[src/hw/rec_defines.svh]
// Recovery executor parameters
`ifndef REC_DEFINES_SVH
`define REC_DEFINES_SVH

// Data path widths
`define REC_WORD_W 32
`define REC_LEN_W 16

// Indirect FIFO entries
`define REC_FIFO_DEPTH 64

// Legal command window
`define REC_CMD_FIRST 34
`define REC_CMD_LAST 47
// Highest code reachable outside recovery mode
`define REC_CMD_MODE_LAST 39

// Response lengths in bytes
`define REC_LEN_DEVICE_STATUS 4
`define REC_LEN_DEVICE_RESET 3
`define REC_LEN_RECOVERY_CTRL 3
`define REC_LEN_FIFO_CTRL 6
`define REC_LEN_FIFO_STATUS 20
`define REC_LEN_DEFAULT 4

`define REC_IMAGE_ACTIVATE 8'h0F

`endif
[src/hw/rec_reg_pkg.sv]
// Recovery register layouts
`default_nettype none

`include "rec_defines.svh"

package rec_reg_pkg;

  typedef struct packed {
    logic [7:0] rsvd;
    logic [7:0] if_ctrl;
    logic [7:0] forced_recovery;
    logic [7:0] reset_ctrl;
  } device_reset_t;

  typedef struct packed {
    logic [7:0] rsvd;
    logic [7:0] activate_rec_img;
    logic [7:0] rec_img_sel;
    logic [7:0] cms;
  } recovery_ctrl_t;

  // First word of INDIRECT_FIFO_CTRL
  typedef struct packed {
    logic [15:0] rsvd;
    logic [7:0]  reset;
    logic [7:0]  cms;
  } fifo_ctrl_t;

  // One TTI payload word, seen as the register it lands in
  typedef union packed {
    device_reset_t   dev_reset;
    recovery_ctrl_t  rec_ctrl;
    fifo_ctrl_t      fifo_ctrl;
    logic [3:0][7:0] bytes;
  } payload_word_u;

  typedef struct packed {
    logic [$clog2(`REC_FIFO_DEPTH)-1:0] write_index;
    logic [$clog2(`REC_FIFO_DEPTH)-1:0] read_index;
    logic                               full;
    logic                               empty;
  } fifo_status_t;

endpackage

`default_nettype wire

[src/hw/rec_cmd_pkg.sv]
// Recovery command types
`default_nettype none

`include "rec_defines.svh"

package rec_cmd_pkg;

  typedef enum logic [7:0] {
    CMD_PROT_CAP             = 8'd34,
    CMD_DEVICE_ID            = 8'd35,
    CMD_DEVICE_STATUS        = 8'd36,
    CMD_DEVICE_RESET         = 8'd37,
    CMD_RECOVERY_CTRL        = 8'd38,
    CMD_RECOVERY_STATUS      = 8'd39,
    CMD_HW_STATUS            = 8'd40,
    CMD_INDIRECT_CTRL        = 8'd41,
    CMD_INDIRECT_STATUS      = 8'd42,
    CMD_INDIRECT_DATA        = 8'd43,
    CMD_VENDOR               = 8'd44,
    CMD_INDIRECT_FIFO_CTRL   = 8'd45,
    CMD_INDIRECT_FIFO_STATUS = 8'd46,
    CMD_INDIRECT_FIFO_DATA   = 8'd47
  } command_e;

  typedef enum logic [7:0] {
    PROT_OK  = 8'h0,
    PROT_CRC = 8'h4
  } prot_err_e;

  // Word index into the recovery register space
  typedef enum logic [7:0] {
    REG_DEVICE_STATUS = 8'd0,
    REG_DEVICE_RESET  = 8'd1,
    REG_RECOVERY_CTRL = 8'd2,
    REG_FIFO_CTRL_0   = 8'd3,
    REG_FIFO_CTRL_1   = 8'd4,
    REG_FIFO_STATUS_0 = 8'd5,
    REG_FIFO_STATUS_1 = 8'd6,
    REG_FIFO_STATUS_2 = 8'd7,
    REG_FIFO_STATUS_3 = 8'd8,
    REG_FIFO_STATUS_4 = 8'd9,
    REG_INVALID       = 8'hFF
  } reg_idx_e;

  typedef struct packed {
    command_e              code;
    logic                  is_rd;
    logic [`REC_LEN_W-1:0] len;
    logic                  error;
  } rec_cmd_t;

  // End of command, with the error flag of that command
  typedef struct packed {
    logic done;
    logic err;
  } done_err_t;

  typedef enum logic [2:0] {
    ST_IDLE,
    ST_WRITE,
    ST_FIFO_WRITE,
    ST_READ,
    ST_READ_LEN,
    ST_READ_DATA,
    ST_ERROR,
    ST_DONE
  } state_e;

endpackage

`default_nettype wire

[src/hw/rec_executor.sv]
// Recovery command executor
`timescale 1ns/1ps
`default_nettype none

`include "rec_defines.svh"

module rec_executor
  import rec_cmd_pkg::*;
  import rec_reg_pkg::*;
(
  input  logic                   clk_i,
  input  logic                   rst_ni,
  // Command
  input  logic                   cmd_valid_i,
  input  rec_cmd_t               cmd_i,
  output logic                   cmd_done_o,
  // Response
  output logic                   res_valid_o,
  input  logic                   res_ready_i,
  output logic [`REC_LEN_W-1:0]  res_len_o,
  output logic                   res_dvalid_o,
  input  logic                   res_dready_i,
  output logic [7:0]             res_data_o,
  output logic                   res_dlast_o,
  // TTI receive queue
  output logic                   tti_rx_rreq_o,
  input  logic                   tti_rx_rack_i,
  input  logic [`REC_WORD_W-1:0] tti_rx_rdata_i,
  output logic                   rx_queue_clr_o,
  // Indirect FIFO
  output logic                   indirect_rx_wvalid_o,
  output logic [`REC_WORD_W-1:0] indirect_rx_wdata_o,
  input  logic                   indirect_rx_rack_i,
  input  logic                   indirect_rx_full_i,
  input  logic                   indirect_rx_empty_i,
  output logic                   indirect_rx_clr_o,
  // Recovery status
  input  logic                   recovery_mode_enabled_i,
  input  logic                   host_abort_i,
  output logic                   payload_available_o,
  output logic                   image_activated_o
);

  reg_idx_e                 reg_idx;
  logic                     reg_we;
  logic                     fifo_push;
  logic [1:0]               byte_sel;
  done_err_t                done_err;
  prot_err_e                device_status;
  device_reset_t            device_reset;
  recovery_ctrl_t           recovery_ctrl;
  fifo_ctrl_t               fifo_ctrl;
  logic [`REC_WORD_W-1:0]   image_size;
  logic                     fifo_clr;
  fifo_status_t             fifo_status;

  rec_cmd_fsm u_cmd_fsm (
    .clk_i                   (clk_i),
    .rst_ni                  (rst_ni),
    .cmd_valid_i             (cmd_valid_i),
    .cmd_i                   (cmd_i),
    .recovery_mode_enabled_i (recovery_mode_enabled_i),
    .host_abort_i            (host_abort_i),
    .tti_rx_rack_i           (tti_rx_rack_i),
    .res_ready_i             (res_ready_i),
    .res_dready_i            (res_dready_i),
    .tti_rx_rreq_o           (tti_rx_rreq_o),
    .reg_idx_o               (reg_idx),
    .reg_we_o                (reg_we),
    .fifo_push_o             (fifo_push),
    .byte_sel_o              (byte_sel),
    .res_valid_o             (res_valid_o),
    .res_len_o               (res_len_o),
    .res_dvalid_o            (res_dvalid_o),
    .res_dlast_o             (res_dlast_o),
    .cmd_done_o              (cmd_done_o),
    .done_err_o              (done_err),
    .rx_queue_clr_o          (rx_queue_clr_o)
  );

  rec_csr_bank u_csr_bank (
    .clk_i             (clk_i),
    .rst_ni            (rst_ni),
    .reg_idx_i         (reg_idx),
    .reg_we_i          (reg_we),
    .tti_rx_rdata_i    (tti_rx_rdata_i),
    .done_err_i        (done_err),
    .device_status_o   (device_status),
    .device_reset_o    (device_reset),
    .recovery_ctrl_o   (recovery_ctrl),
    .fifo_ctrl_o       (fifo_ctrl),
    .image_size_o      (image_size),
    .fifo_clr_o        (fifo_clr),
    .image_activated_o (image_activated_o)
  );

  rec_fifo_tracker u_fifo_tracker (
    .clk_i               (clk_i),
    .rst_ni              (rst_ni),
    .fifo_push_i         (fifo_push),
    .indirect_rx_rack_i  (indirect_rx_rack_i),
    .fifo_clr_i          (fifo_clr),
    .indirect_rx_full_i  (indirect_rx_full_i),
    .indirect_rx_empty_i (indirect_rx_empty_i),
    .image_activated_i   (image_activated_o),
    .fifo_status_o       (fifo_status),
    .payload_available_o (payload_available_o)
  );

  rec_resp_mux u_resp_mux (
    .reg_idx_i       (reg_idx),
    .byte_sel_i      (byte_sel),
    .device_status_i (device_status),
    .device_reset_i  (device_reset),
    .recovery_ctrl_i (recovery_ctrl),
    .fifo_ctrl_i     (fifo_ctrl),
    .image_size_i    (image_size),
    .fifo_status_i   (fifo_status),
    .res_data_o      (res_data_o)
  );

  // FIFO-data payload goes straight through to the indirect FIFO
  assign indirect_rx_wvalid_o = fifo_push;
  assign indirect_rx_wdata_o  = tti_rx_rdata_i;
  assign indirect_rx_clr_o    = fifo_clr;

endmodule

`default_nettype wire

[src/hw/rec_resp_mux.sv]
// Response byte selection
`timescale 1ns/1ps
`default_nettype none

`include "rec_defines.svh"

module rec_resp_mux
  import rec_cmd_pkg::*;
  import rec_reg_pkg::*;
(
  input  reg_idx_e               reg_idx_i,
  input  logic [1:0]             byte_sel_i,
  input  prot_err_e              device_status_i,
  input  device_reset_t          device_reset_i,
  input  recovery_ctrl_t         recovery_ctrl_i,
  input  fifo_ctrl_t             fifo_ctrl_i,
  input  logic [`REC_WORD_W-1:0] image_size_i,
  input  fifo_status_t           fifo_status_i,
  output logic [7:0]             res_data_o
);

  logic [3:0][7:0] word;

  always_comb begin
    word = '0;
    case (reg_idx_i)
      // Device status and reason code stay zero
      REG_DEVICE_STATUS: word[1] = device_status_i;
      REG_DEVICE_RESET:  word = device_reset_i;
      REG_RECOVERY_CTRL: word = recovery_ctrl_i;
      REG_FIFO_CTRL_0:   word = fifo_ctrl_i;
      // Low half of the image size already went out in the first word
      REG_FIFO_CTRL_1:   word = 32'(image_size_i[31:16]);
      REG_FIFO_STATUS_0: word[0] = {6'd0, fifo_status_i.full, fifo_status_i.empty};
      REG_FIFO_STATUS_1: word = 32'(fifo_status_i.write_index);
      REG_FIFO_STATUS_2: word = 32'(fifo_status_i.read_index);
      REG_FIFO_STATUS_3: word = 32'(`REC_FIFO_DEPTH);
      default:           word = '0;
    endcase
  end

  assign res_data_o = word[byte_sel_i];

endmodule

`default_nettype wire

[src/hw/rec_fifo_tracker.sv]
// Indirect FIFO index tracking
`timescale 1ns/1ps
`default_nettype none

`include "rec_defines.svh"

module rec_fifo_tracker
  import rec_reg_pkg::*;
(
  input  logic         clk_i,
  input  logic         rst_ni,
  input  logic         fifo_push_i,
  input  logic         indirect_rx_rack_i,
  input  logic         fifo_clr_i,
  input  logic         indirect_rx_full_i,
  input  logic         indirect_rx_empty_i,
  input  logic         image_activated_i,
  output fifo_status_t fifo_status_o,
  output logic         payload_available_o
);

  typedef logic [$clog2(`REC_FIFO_DEPTH)-1:0] idx_t;

  idx_t wr_idx_q;
  idx_t rd_idx_q;
  logic full_q;
  logic empty_q;

  function automatic idx_t wrap_inc(idx_t idx);
    return (idx == idx_t'(`REC_FIFO_DEPTH - 1)) ? '0 : idx + 1'b1;
  endfunction

  always_ff @(posedge clk_i or negedge rst_ni) begin
    if (!rst_ni) begin
      wr_idx_q            <= '0;
      rd_idx_q            <= '0;
      full_q              <= 1'b0;
      empty_q             <= 1'b1;
      payload_available_o <= 1'b0;
    end else begin
      full_q  <= indirect_rx_full_i;
      empty_q <= indirect_rx_empty_i;
      if (fifo_clr_i) begin
        wr_idx_q <= '0;
        rd_idx_q <= '0;
      end else begin
        if (fifo_push_i) begin
          wr_idx_q <= wrap_inc(wr_idx_q);
        end
        if (indirect_rx_rack_i) begin
          rd_idx_q <= wrap_inc(rd_idx_q);
        end
      end
      // Set on a full FIFO or on activation with data left, drop when drained
      if (!payload_available_o
          && (indirect_rx_full_i || (image_activated_i && !indirect_rx_empty_i))) begin
        payload_available_o <= 1'b1;
      end else if (payload_available_o && indirect_rx_empty_i) begin
        payload_available_o <= 1'b0;
      end
    end
  end

  assign fifo_status_o = '{write_index: wr_idx_q, read_index: rd_idx_q,
                           full: full_q, empty: empty_q};

endmodule

`default_nettype wire

[src/hw/rec_csr_bank.sv]
// Writable recovery registers
`timescale 1ns/1ps
`default_nettype none

`include "rec_defines.svh"

module rec_csr_bank
  import rec_cmd_pkg::*;
  import rec_reg_pkg::*;
(
  input  logic                   clk_i,
  input  logic                   rst_ni,
  input  reg_idx_e               reg_idx_i,
  input  logic                   reg_we_i,
  input  logic [`REC_WORD_W-1:0] tti_rx_rdata_i,
  input  done_err_t              done_err_i,
  output prot_err_e              device_status_o,
  output device_reset_t          device_reset_o,
  output recovery_ctrl_t         recovery_ctrl_o,
  output fifo_ctrl_t             fifo_ctrl_o,
  output logic [`REC_WORD_W-1:0] image_size_o,
  output logic                   fifo_clr_o,
  output logic                   image_activated_o
);

  payload_word_u wdata;
  payload_word_u prev_q;

  assign wdata = tti_rx_rdata_i;

  // Last written word, holds the low half of the image size
  always_ff @(posedge clk_i) begin
    if (reg_we_i) begin
      prev_q <= wdata;
    end
  end

  always_ff @(posedge clk_i or negedge rst_ni) begin
    if (!rst_ni) begin
      device_status_o <= PROT_OK;
      device_reset_o  <= '0;
      recovery_ctrl_o <= '0;
      fifo_ctrl_o     <= '0;
      image_size_o    <= '0;
    end else begin
      if (done_err_i.done) begin
        device_status_o <= done_err_i.err ? PROT_CRC : PROT_OK;
      end
      // Reset byte is a one-shot, a new write below still wins
      if (fifo_ctrl_o.reset != 8'd0) begin
        fifo_ctrl_o.reset <= 8'd0;
      end
      if (reg_we_i) begin
        case (reg_idx_i)
          REG_DEVICE_RESET:  device_reset_o  <= wdata.dev_reset;
          REG_RECOVERY_CTRL: recovery_ctrl_o <= wdata.rec_ctrl;
          REG_FIFO_CTRL_0:   fifo_ctrl_o     <= wdata.fifo_ctrl;
          REG_FIFO_CTRL_1: begin
            image_size_o <= {wdata.bytes[1], wdata.bytes[0],
                             prev_q.bytes[3], prev_q.bytes[2]};
          end
          default: ;
        endcase
      end
    end
  end

  assign fifo_clr_o        = (fifo_ctrl_o.reset == 8'd1);
  assign image_activated_o = (recovery_ctrl_o.activate_rec_img == `REC_IMAGE_ACTIVATE);

endmodule

`default_nettype wire

[src/hw/rec_cmd_fsm.sv]
// Recovery command sequencer
`timescale 1ns/1ps
`default_nettype none

`include "rec_defines.svh"

module rec_cmd_fsm
  import rec_cmd_pkg::*;
(
  input  logic                  clk_i,
  input  logic                  rst_ni,
  input  logic                  cmd_valid_i,
  input  rec_cmd_t              cmd_i,
  input  logic                  recovery_mode_enabled_i,
  input  logic                  host_abort_i,
  input  logic                  tti_rx_rack_i,
  input  logic                  res_ready_i,
  input  logic                  res_dready_i,
  output logic                  tti_rx_rreq_o,
  output reg_idx_e              reg_idx_o,
  output logic                  reg_we_o,
  output logic                  fifo_push_o,
  output logic [1:0]            byte_sel_o,
  output logic                  res_valid_o,
  output logic [`REC_LEN_W-1:0] res_len_o,
  output logic                  res_dvalid_o,
  output logic                  res_dlast_o,
  output logic                  cmd_done_o,
  output done_err_t             done_err_o,
  output logic                  rx_queue_clr_o
);

  state_e                state_q, state_d;
  logic [`REC_LEN_W-1:0] dcnt_q;
  logic [`REC_LEN_W-1:0] res_len_q;
  logic [`REC_LEN_W-1:0] word_cnt;
  logic [`REC_LEN_W-1:0] start_len;
  logic [1:0]            bcnt_q;
  reg_idx_e              reg_idx_q;
  reg_idx_e              start_idx;
  logic                  err_q;
  logic                  cmd_bad;
  logic                  byte_hs;

  // Step to the next word, running off the end into INVALID
  function automatic reg_idx_e step_idx(reg_idx_e idx);
    if (idx >= REG_FIFO_STATUS_4) begin
      return REG_INVALID;
    end
    return reg_idx_e'(idx + 8'd1);
  endfunction

  assign cmd_bad = cmd_i.error
                || (cmd_i.code < 8'(`REC_CMD_FIRST))
                || (cmd_i.code > 8'(`REC_CMD_LAST))
                || (!recovery_mode_enabled_i && (cmd_i.code > 8'(`REC_CMD_MODE_LAST)));

  // Payload words, rounded up
  assign word_cnt = `REC_LEN_W'(cmd_i.len[`REC_LEN_W-1:2]) + `REC_LEN_W'(|cmd_i.len[1:0]);
  assign byte_hs  = res_dvalid_o & res_dready_i;

  always_comb begin
    start_idx = REG_INVALID;
    start_len = `REC_LEN_W'(`REC_LEN_DEFAULT);
    case (cmd_i.code)
      CMD_DEVICE_STATUS: begin
        start_idx = REG_DEVICE_STATUS;
        start_len = `REC_LEN_W'(`REC_LEN_DEVICE_STATUS);
      end
      CMD_DEVICE_RESET: begin
        start_idx = REG_DEVICE_RESET;
        start_len = `REC_LEN_W'(`REC_LEN_DEVICE_RESET);
      end
      CMD_RECOVERY_CTRL: begin
        start_idx = REG_RECOVERY_CTRL;
        start_len = `REC_LEN_W'(`REC_LEN_RECOVERY_CTRL);
      end
      CMD_INDIRECT_FIFO_CTRL: begin
        start_idx = REG_FIFO_CTRL_0;
        start_len = `REC_LEN_W'(`REC_LEN_FIFO_CTRL);
      end
      CMD_INDIRECT_FIFO_STATUS: begin
        start_idx = REG_FIFO_STATUS_0;
        start_len = `REC_LEN_W'(`REC_LEN_FIFO_STATUS);
      end
      default: ;
    endcase
  end

  always_comb begin
    state_d = state_q;
    case (state_q)
      ST_IDLE: begin
        if (cmd_valid_i) begin
          if (cmd_bad) begin
            state_d = ST_ERROR;
          end else if (cmd_i.is_rd) begin
            state_d = ST_READ;
          end else if (cmd_i.code == CMD_INDIRECT_FIFO_DATA) begin
            state_d = ST_FIFO_WRITE;
          end else begin
            state_d = ST_WRITE;
          end
        end
      end
      ST_WRITE, ST_FIFO_WRITE: begin
        // Zero-length writes finish without a request
        if ((dcnt_q == '0) || (tti_rx_rack_i && (dcnt_q == `REC_LEN_W'(1)))) begin
          state_d = ST_DONE;
        end
      end
      ST_READ: begin
        if (res_ready_i) begin
          state_d = ST_READ_LEN;
        end
      end
      ST_READ_LEN: state_d = ST_READ_DATA;
      ST_READ_DATA: begin
        if (host_abort_i) begin
          state_d = ST_ERROR;
        end else if (byte_hs && (dcnt_q == `REC_LEN_W'(1))) begin
          state_d = ST_DONE;
        end
      end
      ST_ERROR: state_d = ST_DONE;
      default:  state_d = ST_IDLE;
    endcase
  end

  always_ff @(posedge clk_i or negedge rst_ni) begin
    if (!rst_ni) begin
      state_q       <= ST_IDLE;
      dcnt_q        <= '0;
      bcnt_q        <= '0;
      reg_idx_q     <= REG_INVALID;
      res_len_q     <= '0;
      err_q         <= 1'b0;
      tti_rx_rreq_o <= 1'b0;
      res_valid_o   <= 1'b0;
    end else begin
      state_q       <= state_d;
      tti_rx_rreq_o <= 1'b0;
      res_valid_o   <= (state_q == ST_READ) & res_ready_i;
      case (state_q)
        ST_IDLE: begin
          if (cmd_valid_i) begin
            dcnt_q        <= word_cnt;
            bcnt_q        <= '0;
            reg_idx_q     <= start_idx;
            res_len_q     <= start_len;
            err_q         <= cmd_i.error;
            tti_rx_rreq_o <= !cmd_bad && !cmd_i.is_rd && (cmd_i.len != '0);
          end
        end
        ST_WRITE, ST_FIFO_WRITE: begin
          if (tti_rx_rack_i) begin
            dcnt_q        <= dcnt_q - 1'b1;
            reg_idx_q     <= step_idx(reg_idx_q);
            tti_rx_rreq_o <= (dcnt_q != `REC_LEN_W'(1));
          end
        end
        ST_READ_LEN: dcnt_q <= res_len_q;
        ST_READ_DATA: begin
          if (byte_hs) begin
            dcnt_q <= dcnt_q - 1'b1;
            bcnt_q <= bcnt_q + 1'b1;
            if (bcnt_q == 2'd3) begin
              reg_idx_q <= step_idx(reg_idx_q);
            end
          end
        end
        default: ;
      endcase
    end
  end

  assign reg_idx_o      = reg_idx_q;
  assign reg_we_o       = (state_q == ST_WRITE) & tti_rx_rack_i;
  assign fifo_push_o    = (state_q == ST_FIFO_WRITE) & tti_rx_rack_i;
  assign byte_sel_o     = bcnt_q;
  assign res_len_o      = res_len_q;
  assign res_dvalid_o   = (state_q == ST_READ_DATA);
  assign res_dlast_o    = res_dvalid_o & (dcnt_q == `REC_LEN_W'(1));
  assign cmd_done_o     = (state_q == ST_DONE);
  assign rx_queue_clr_o = (state_q == ST_ERROR);
  assign done_err_o     = '{done: cmd_done_o, err: err_q};

endmodule

`default_nettype wire

[config.mk]
export PLATFORM = sky130hd
export DESIGN_NAME = rec_executor
export DESIGN_NICKNAME = d
export VERILOG_FILES = /design/src/hw/rec_reg_pkg.sv /design/src/hw/rec_cmd_pkg.sv /design/src/hw/rec_executor.sv /design/src/hw/rec_resp_mux.sv /design/src/hw/rec_fifo_tracker.sv /design/src/hw/rec_csr_bank.sv /design/src/hw/rec_cmd_fsm.sv
export VERILOG_INCLUDE_DIRS = /design/src /design/src/hw
export SDC_FILE = /design/constraint.sdc
export NUM_CORES = 1
export LEC_CHECK = 0
export ABC_AREA = 1
export BUFFER_PORTS_ARGS = -buffer_cell sky130_fd_sc_hd__buf_2
export CAP_MARGIN = 20
export CORE_ASPECT_RATIO = 1.5
export CORE_UTILIZATION = 40
export CTS_BUF_LIST = sky130_fd_sc_hd__clkbuf_4 sky130_fd_sc_hd__clkbuf_8 sky130_fd_sc_hd__clkbuf_16
export CTS_CLUSTER_SIZE = 28
export DETAILED_ROUTE_END_ITERATION = 8
export SLEW_MARGIN = 10
export SYNTH_ARGS = -nofsm -noshare
export SYNTH_HDL_FRONTEND = slang
export SYNTH_SLANG_ARGS = --single-unit
export TNS_END_PERCENT = 1
[constraint.sdc]
create_clock -name clk_i -period 2.6 [get_ports clk_i]
set_input_delay 0.78 -clock clk_i [delete_from_list [all_inputs] [get_ports clk_i]]
set_output_delay 0.78 -clock clk_i [all_outputs]
set_load 0.02 [all_outputs]
==> key figures <==
Outcome
  • Status: finished, violations left
  • Failing checks: negative setup slack

Global routing
  • Total GRT Usage: 22.9%
  • Vias in the first global route: 8355
  • Largest net degree at the start of global routing: 63
  • First-pass GRT wire length: 41.8 mm
  • Global route overflow: 0
  • Initial antenna violation count: 0

Timing
  • Clock period minus worst slack: 3.12 ns
  • Setup TNS: -3.97 ns
  • Post-route setup slack: -0.523 ns
  • Hold slack: 0.304 ns
  • RSZ-0062 raised after global routing: true
  • Clock Skews: 0.00878 ns
  • Final period utilization: 120%
  • Worst-Margin Slew: 0.650 ns
  • Final hold violation count: 0
  • Max Clk Rate: 320 MHz
  • Slew Limit Fails: 0
  • Setup violators final: 8
  • Slew margin rel.: 56.7%

Clock network
  • Clock Latency Late Sink: 0.44 ns
  • Sinks on the clock net: 164
  • Clk root buf: clkbuf_16
  • CTS tree: built
  • H-tree levels: 4
  • Clock slew seen by the registers of the worst setup and hold paths: 0.07 ns
  • Cts bufs inserted: 17
  • Hold_buf cts: 0
  • Max clock buf depth: 2

Setup path
  • CP Class: flop to output port
  • Worst R2R Path Depth: 12
  • R2R Path End: u_csr_bank.recovery_ctrl_o[1]
  • Required time of the worst setup path: 1.82 ns
  • RR Startpoint: u_cmd_fsm.reg_idx_o[0]
  • CP most frequent cell: nand2_1
  • Max stage delay on crit path: 0.57 ns
  • CP Launch Type: flop
  • Slowest cell on crit path: dfstp_2
  • CP Data Arrival Time: 2.34 ns
  • CP max FO: 5
  • CP startpoint: u_cmd_fsm.reg_idx_o[0]
  • Worst setup path endpoint: res_data_o[0]
  • FF-to-FF setup slack: 0.53 ns
  • CP endpoint kind: output port
  • Crit-path cells: buf_6, ha_4, nand2_2, inv_2, nand2_4, buf_4, nor2_1, nor2_1, nand2_1, nand2_1, nand2_1, nand2_1, nand2_2, buf_6

Detailed routing
  • Vias per std cell: 5.04
  • Routed WL: 26.1 mm
  • Initial DRC count: 386
  • First-pass DRT Iterations: 5
  • Final ANT Viol Nets: 0
  • Vias: 8458
  • WL per Instance: 15.5 um
  • # DRC: 0

Min path
  • Hold Crit Class: input port to async pin

Placement
  • Port bufs: 122
  • Dpl hpwl: 19.4 mm
  • GPL Wtd Cong: 0.867
  • Placed Cells: 1643

Floorplanning
  • Core Region: 0.0225 mm^2
  • Initial Utilization: 41.0%
  • I/O Pins: 135
  • Die W: 126 um
  • Die span in y: 188 um
  • Die area: 0.0237 mm^2
  • Row cnt: 67

Final layout
  • Multi-input logic area: 0.00431 mm^2
  • Diode count: 0
  • Area Growth Syn to Fin: 20.7%
  • Fill cell count: 2298
  • Layout cells sized above 1: 21.5%
  • Storage element area: 0.00412 mm^2
  • Final Non-Filler Cells: 1679
  • Fin nets: 1471

Synthesis
  • Post-Syn Instances: 1259
  • Area contributors post-synth: dfrtp_1 42%, nand2_1 17%, o21ai_0 6.0%
  • Area share of the largest cell type after synthesis: 42.1%
  • Sequential area share after synthesis: 44.7%
  • Asr flop ratio synth: 100%
  • Synthesized area: 0.00922 mm^2
  • Post-synth EDFFs: 0
  • Synth Flop Type: dfrtp_1
  • Synthesis Warnings: 0
  • Yosys top cell by area: dfrtp_1
  • Synthesized flop and latch total: 164
  • Unique cell type count in the Yosys netlist: 41
  • Mean post-synth cell area: 7.32 um^2

Job
  • Max cap viols: 0

Power and ir drop
  • Clock Power Share: 27.6%
  • P_leak: 5.63 nW
  • Sequential share of power: 36.3%
  • Pwr/cell area: 842 mW/mm^2
  • Sw Share: 40.5%
  • Logic pwr share: 36.2%
  • Psw: 3.80 mW
  • Maximum vdd drop: 0.525 mV
  • Cell internal pwr: 5.57 mW
## flip-flops by register name, summed over array words and instances, names as in the netlist, 2 cells and up
signal / cells
u_cmd_fsm.byte_sel_o: 2
u_cmd_fsm.res_len_o: 4
u_csr_bank.recovery_ctrl_o: 32
u_csr_bank.fifo_ctrl_o: 32
u_cmd_fsm.reg_idx_o: 8
u_fifo_tracker.wr_idx_q: 6
u_csr_bank.device_reset_o: 32
u_cmd_fsm.state_q: 3
u_fifo_tracker.rd_idx_q: 6
u_cmd_fsm.dcnt_q: 16
u_csr_bank.image_size_o: 16
## layer usage
| layer | wire [um] | global-route usage [%] |
|---|---|---|
| met4 | 709 | 9.13 |
| met5 | 0 | 0 |
| met1 | 10100 | 23.9 |
| met3 | 920 | 3.59 |
| met2 | 14300 | 44.6 |
## power groups by stage
stage / Combinational, mW / Clock (mW) / Sequential (mW)
2_1_floorplan: 2.27 / 0 / 3.30
3_3_place_gp: 3.13 / 0 / 3.39
3_5_place_dp: 3.18 / 0 / 3.40
4_1_cts: 3.24 / 2.63 / 3.36
5_1_grt: 3.82 / 2.73 / 3.45
6_report: 3.39 / 2.58 / 3.40
## cells by family after synthesis
kind of cell,share of synthesized area [%]
AO/OA/AOI/OAI,11.1
XOR/XNOR,1.05
adder cells (fa/ha/maj),1.63
buffers and inverters,11.2
flip-flops,44.7
other,0.0407
AND/OR/NAND/NOR,30.3
## cells in the mapped netlist (3+ instances only)
cell,instances
nand2_1,410
dfrtp_1,155
inv_1,116
o21ai_0,110
nor2_1,106
nand3_1,94
buf_4,49
o21ai_1,43
a21oi_1,29
buf_2,16
clkbuf_1,13
nand4_1,13
ha_1,12
dfstp_2,9
nor3_1,9
xor2_1,8
buf_6,6
inv_2,6
nor3b_1,6
or2_2,5
nor2_2,4
nor4_1,4
nand2_2,3
nand3_2,3
nor2_4,3
o21a_1,3
o22ai_1,3
xnor2_1,3
## how the worst min path moves through the flow
stage | start | cells past startpoint | endpoint | slack, ns
after floorplan | u_csr_bank.image_size_o[18] | 2 | u_csr_bank.image_size_o[18] | 0.45
after global placement | u_cmd_fsm.reg_idx_o[6] | 2 | u_cmd_fsm.reg_idx_o[6] | 0.46
after detailed placement | u_cmd_fsm.reg_idx_o[7] | 2 | u_cmd_fsm.reg_idx_o[7] | 0.46
after CTS | rst_ni | 1 | u_fifo_tracker.payload_available_o | 0.34
after global routing | rst_ni | 1 | u_fifo_tracker.payload_available_o | 0.36
final | rst_ni | 1 | u_fifo_tracker.payload_available_o | 0.30
## timing repair
action                     CTS  global route
setup endpoints to repair   10             9
pin swaps                    7            23
gates resized for setup     41            54
gates cloned                 0             1
buffers inserted             2             2
## placed cells by master (no fill, tap or decap), types with 28 or more instances in the layout
cell type,n
a21oi_1,28
buf_2,112
buf_4,48
dfrtp_1,154
inv_1,109
nand2_1,394
nand3_1,89
nor2_1,97
o21ai_0,101
o21ai_1,50
## stage by stage
step | area [um^2] | power (mW) | worst slack [ns] | util, %
floorplan | 9260 | 5.57 | 0.103 | -
finish | 11100 | 9.37 | -0.523 | 49.5
detailed placement | 10200 | 6.57 | -0.180 | 45.3
global route | 11100 | 10.0 | -0.640 | 49.5
CTS | 10900 | 9.23 | -0.475 | 48.5
global placement | 10200 | 6.52 | -0.226 | 45.3
## layout make-up
type | count | area share, %
timing repair buffer | 185 | 11.5
tap | 276 | 3.11
multi-input combinational | 897 | 38.7
clock inverter | 14 | 1.41
sequential | 164 | 37.0
inverter | 125 | 4.29
clock buffer | 18 | 3.95
## critical path, delay by kind of cell, from the launching register on
| kind | cells | cell delay (ns) |
|---|---|---|
| AND/OR/NAND/NOR | 9 | 0.68 |
| flip-flops | 1 | 0.57 |
| buffers and inverters | 4 | 0.50 |
| adder cells (fa/ha/maj) | 1 | 0.14 |
(Power assumes the default switching activity.)
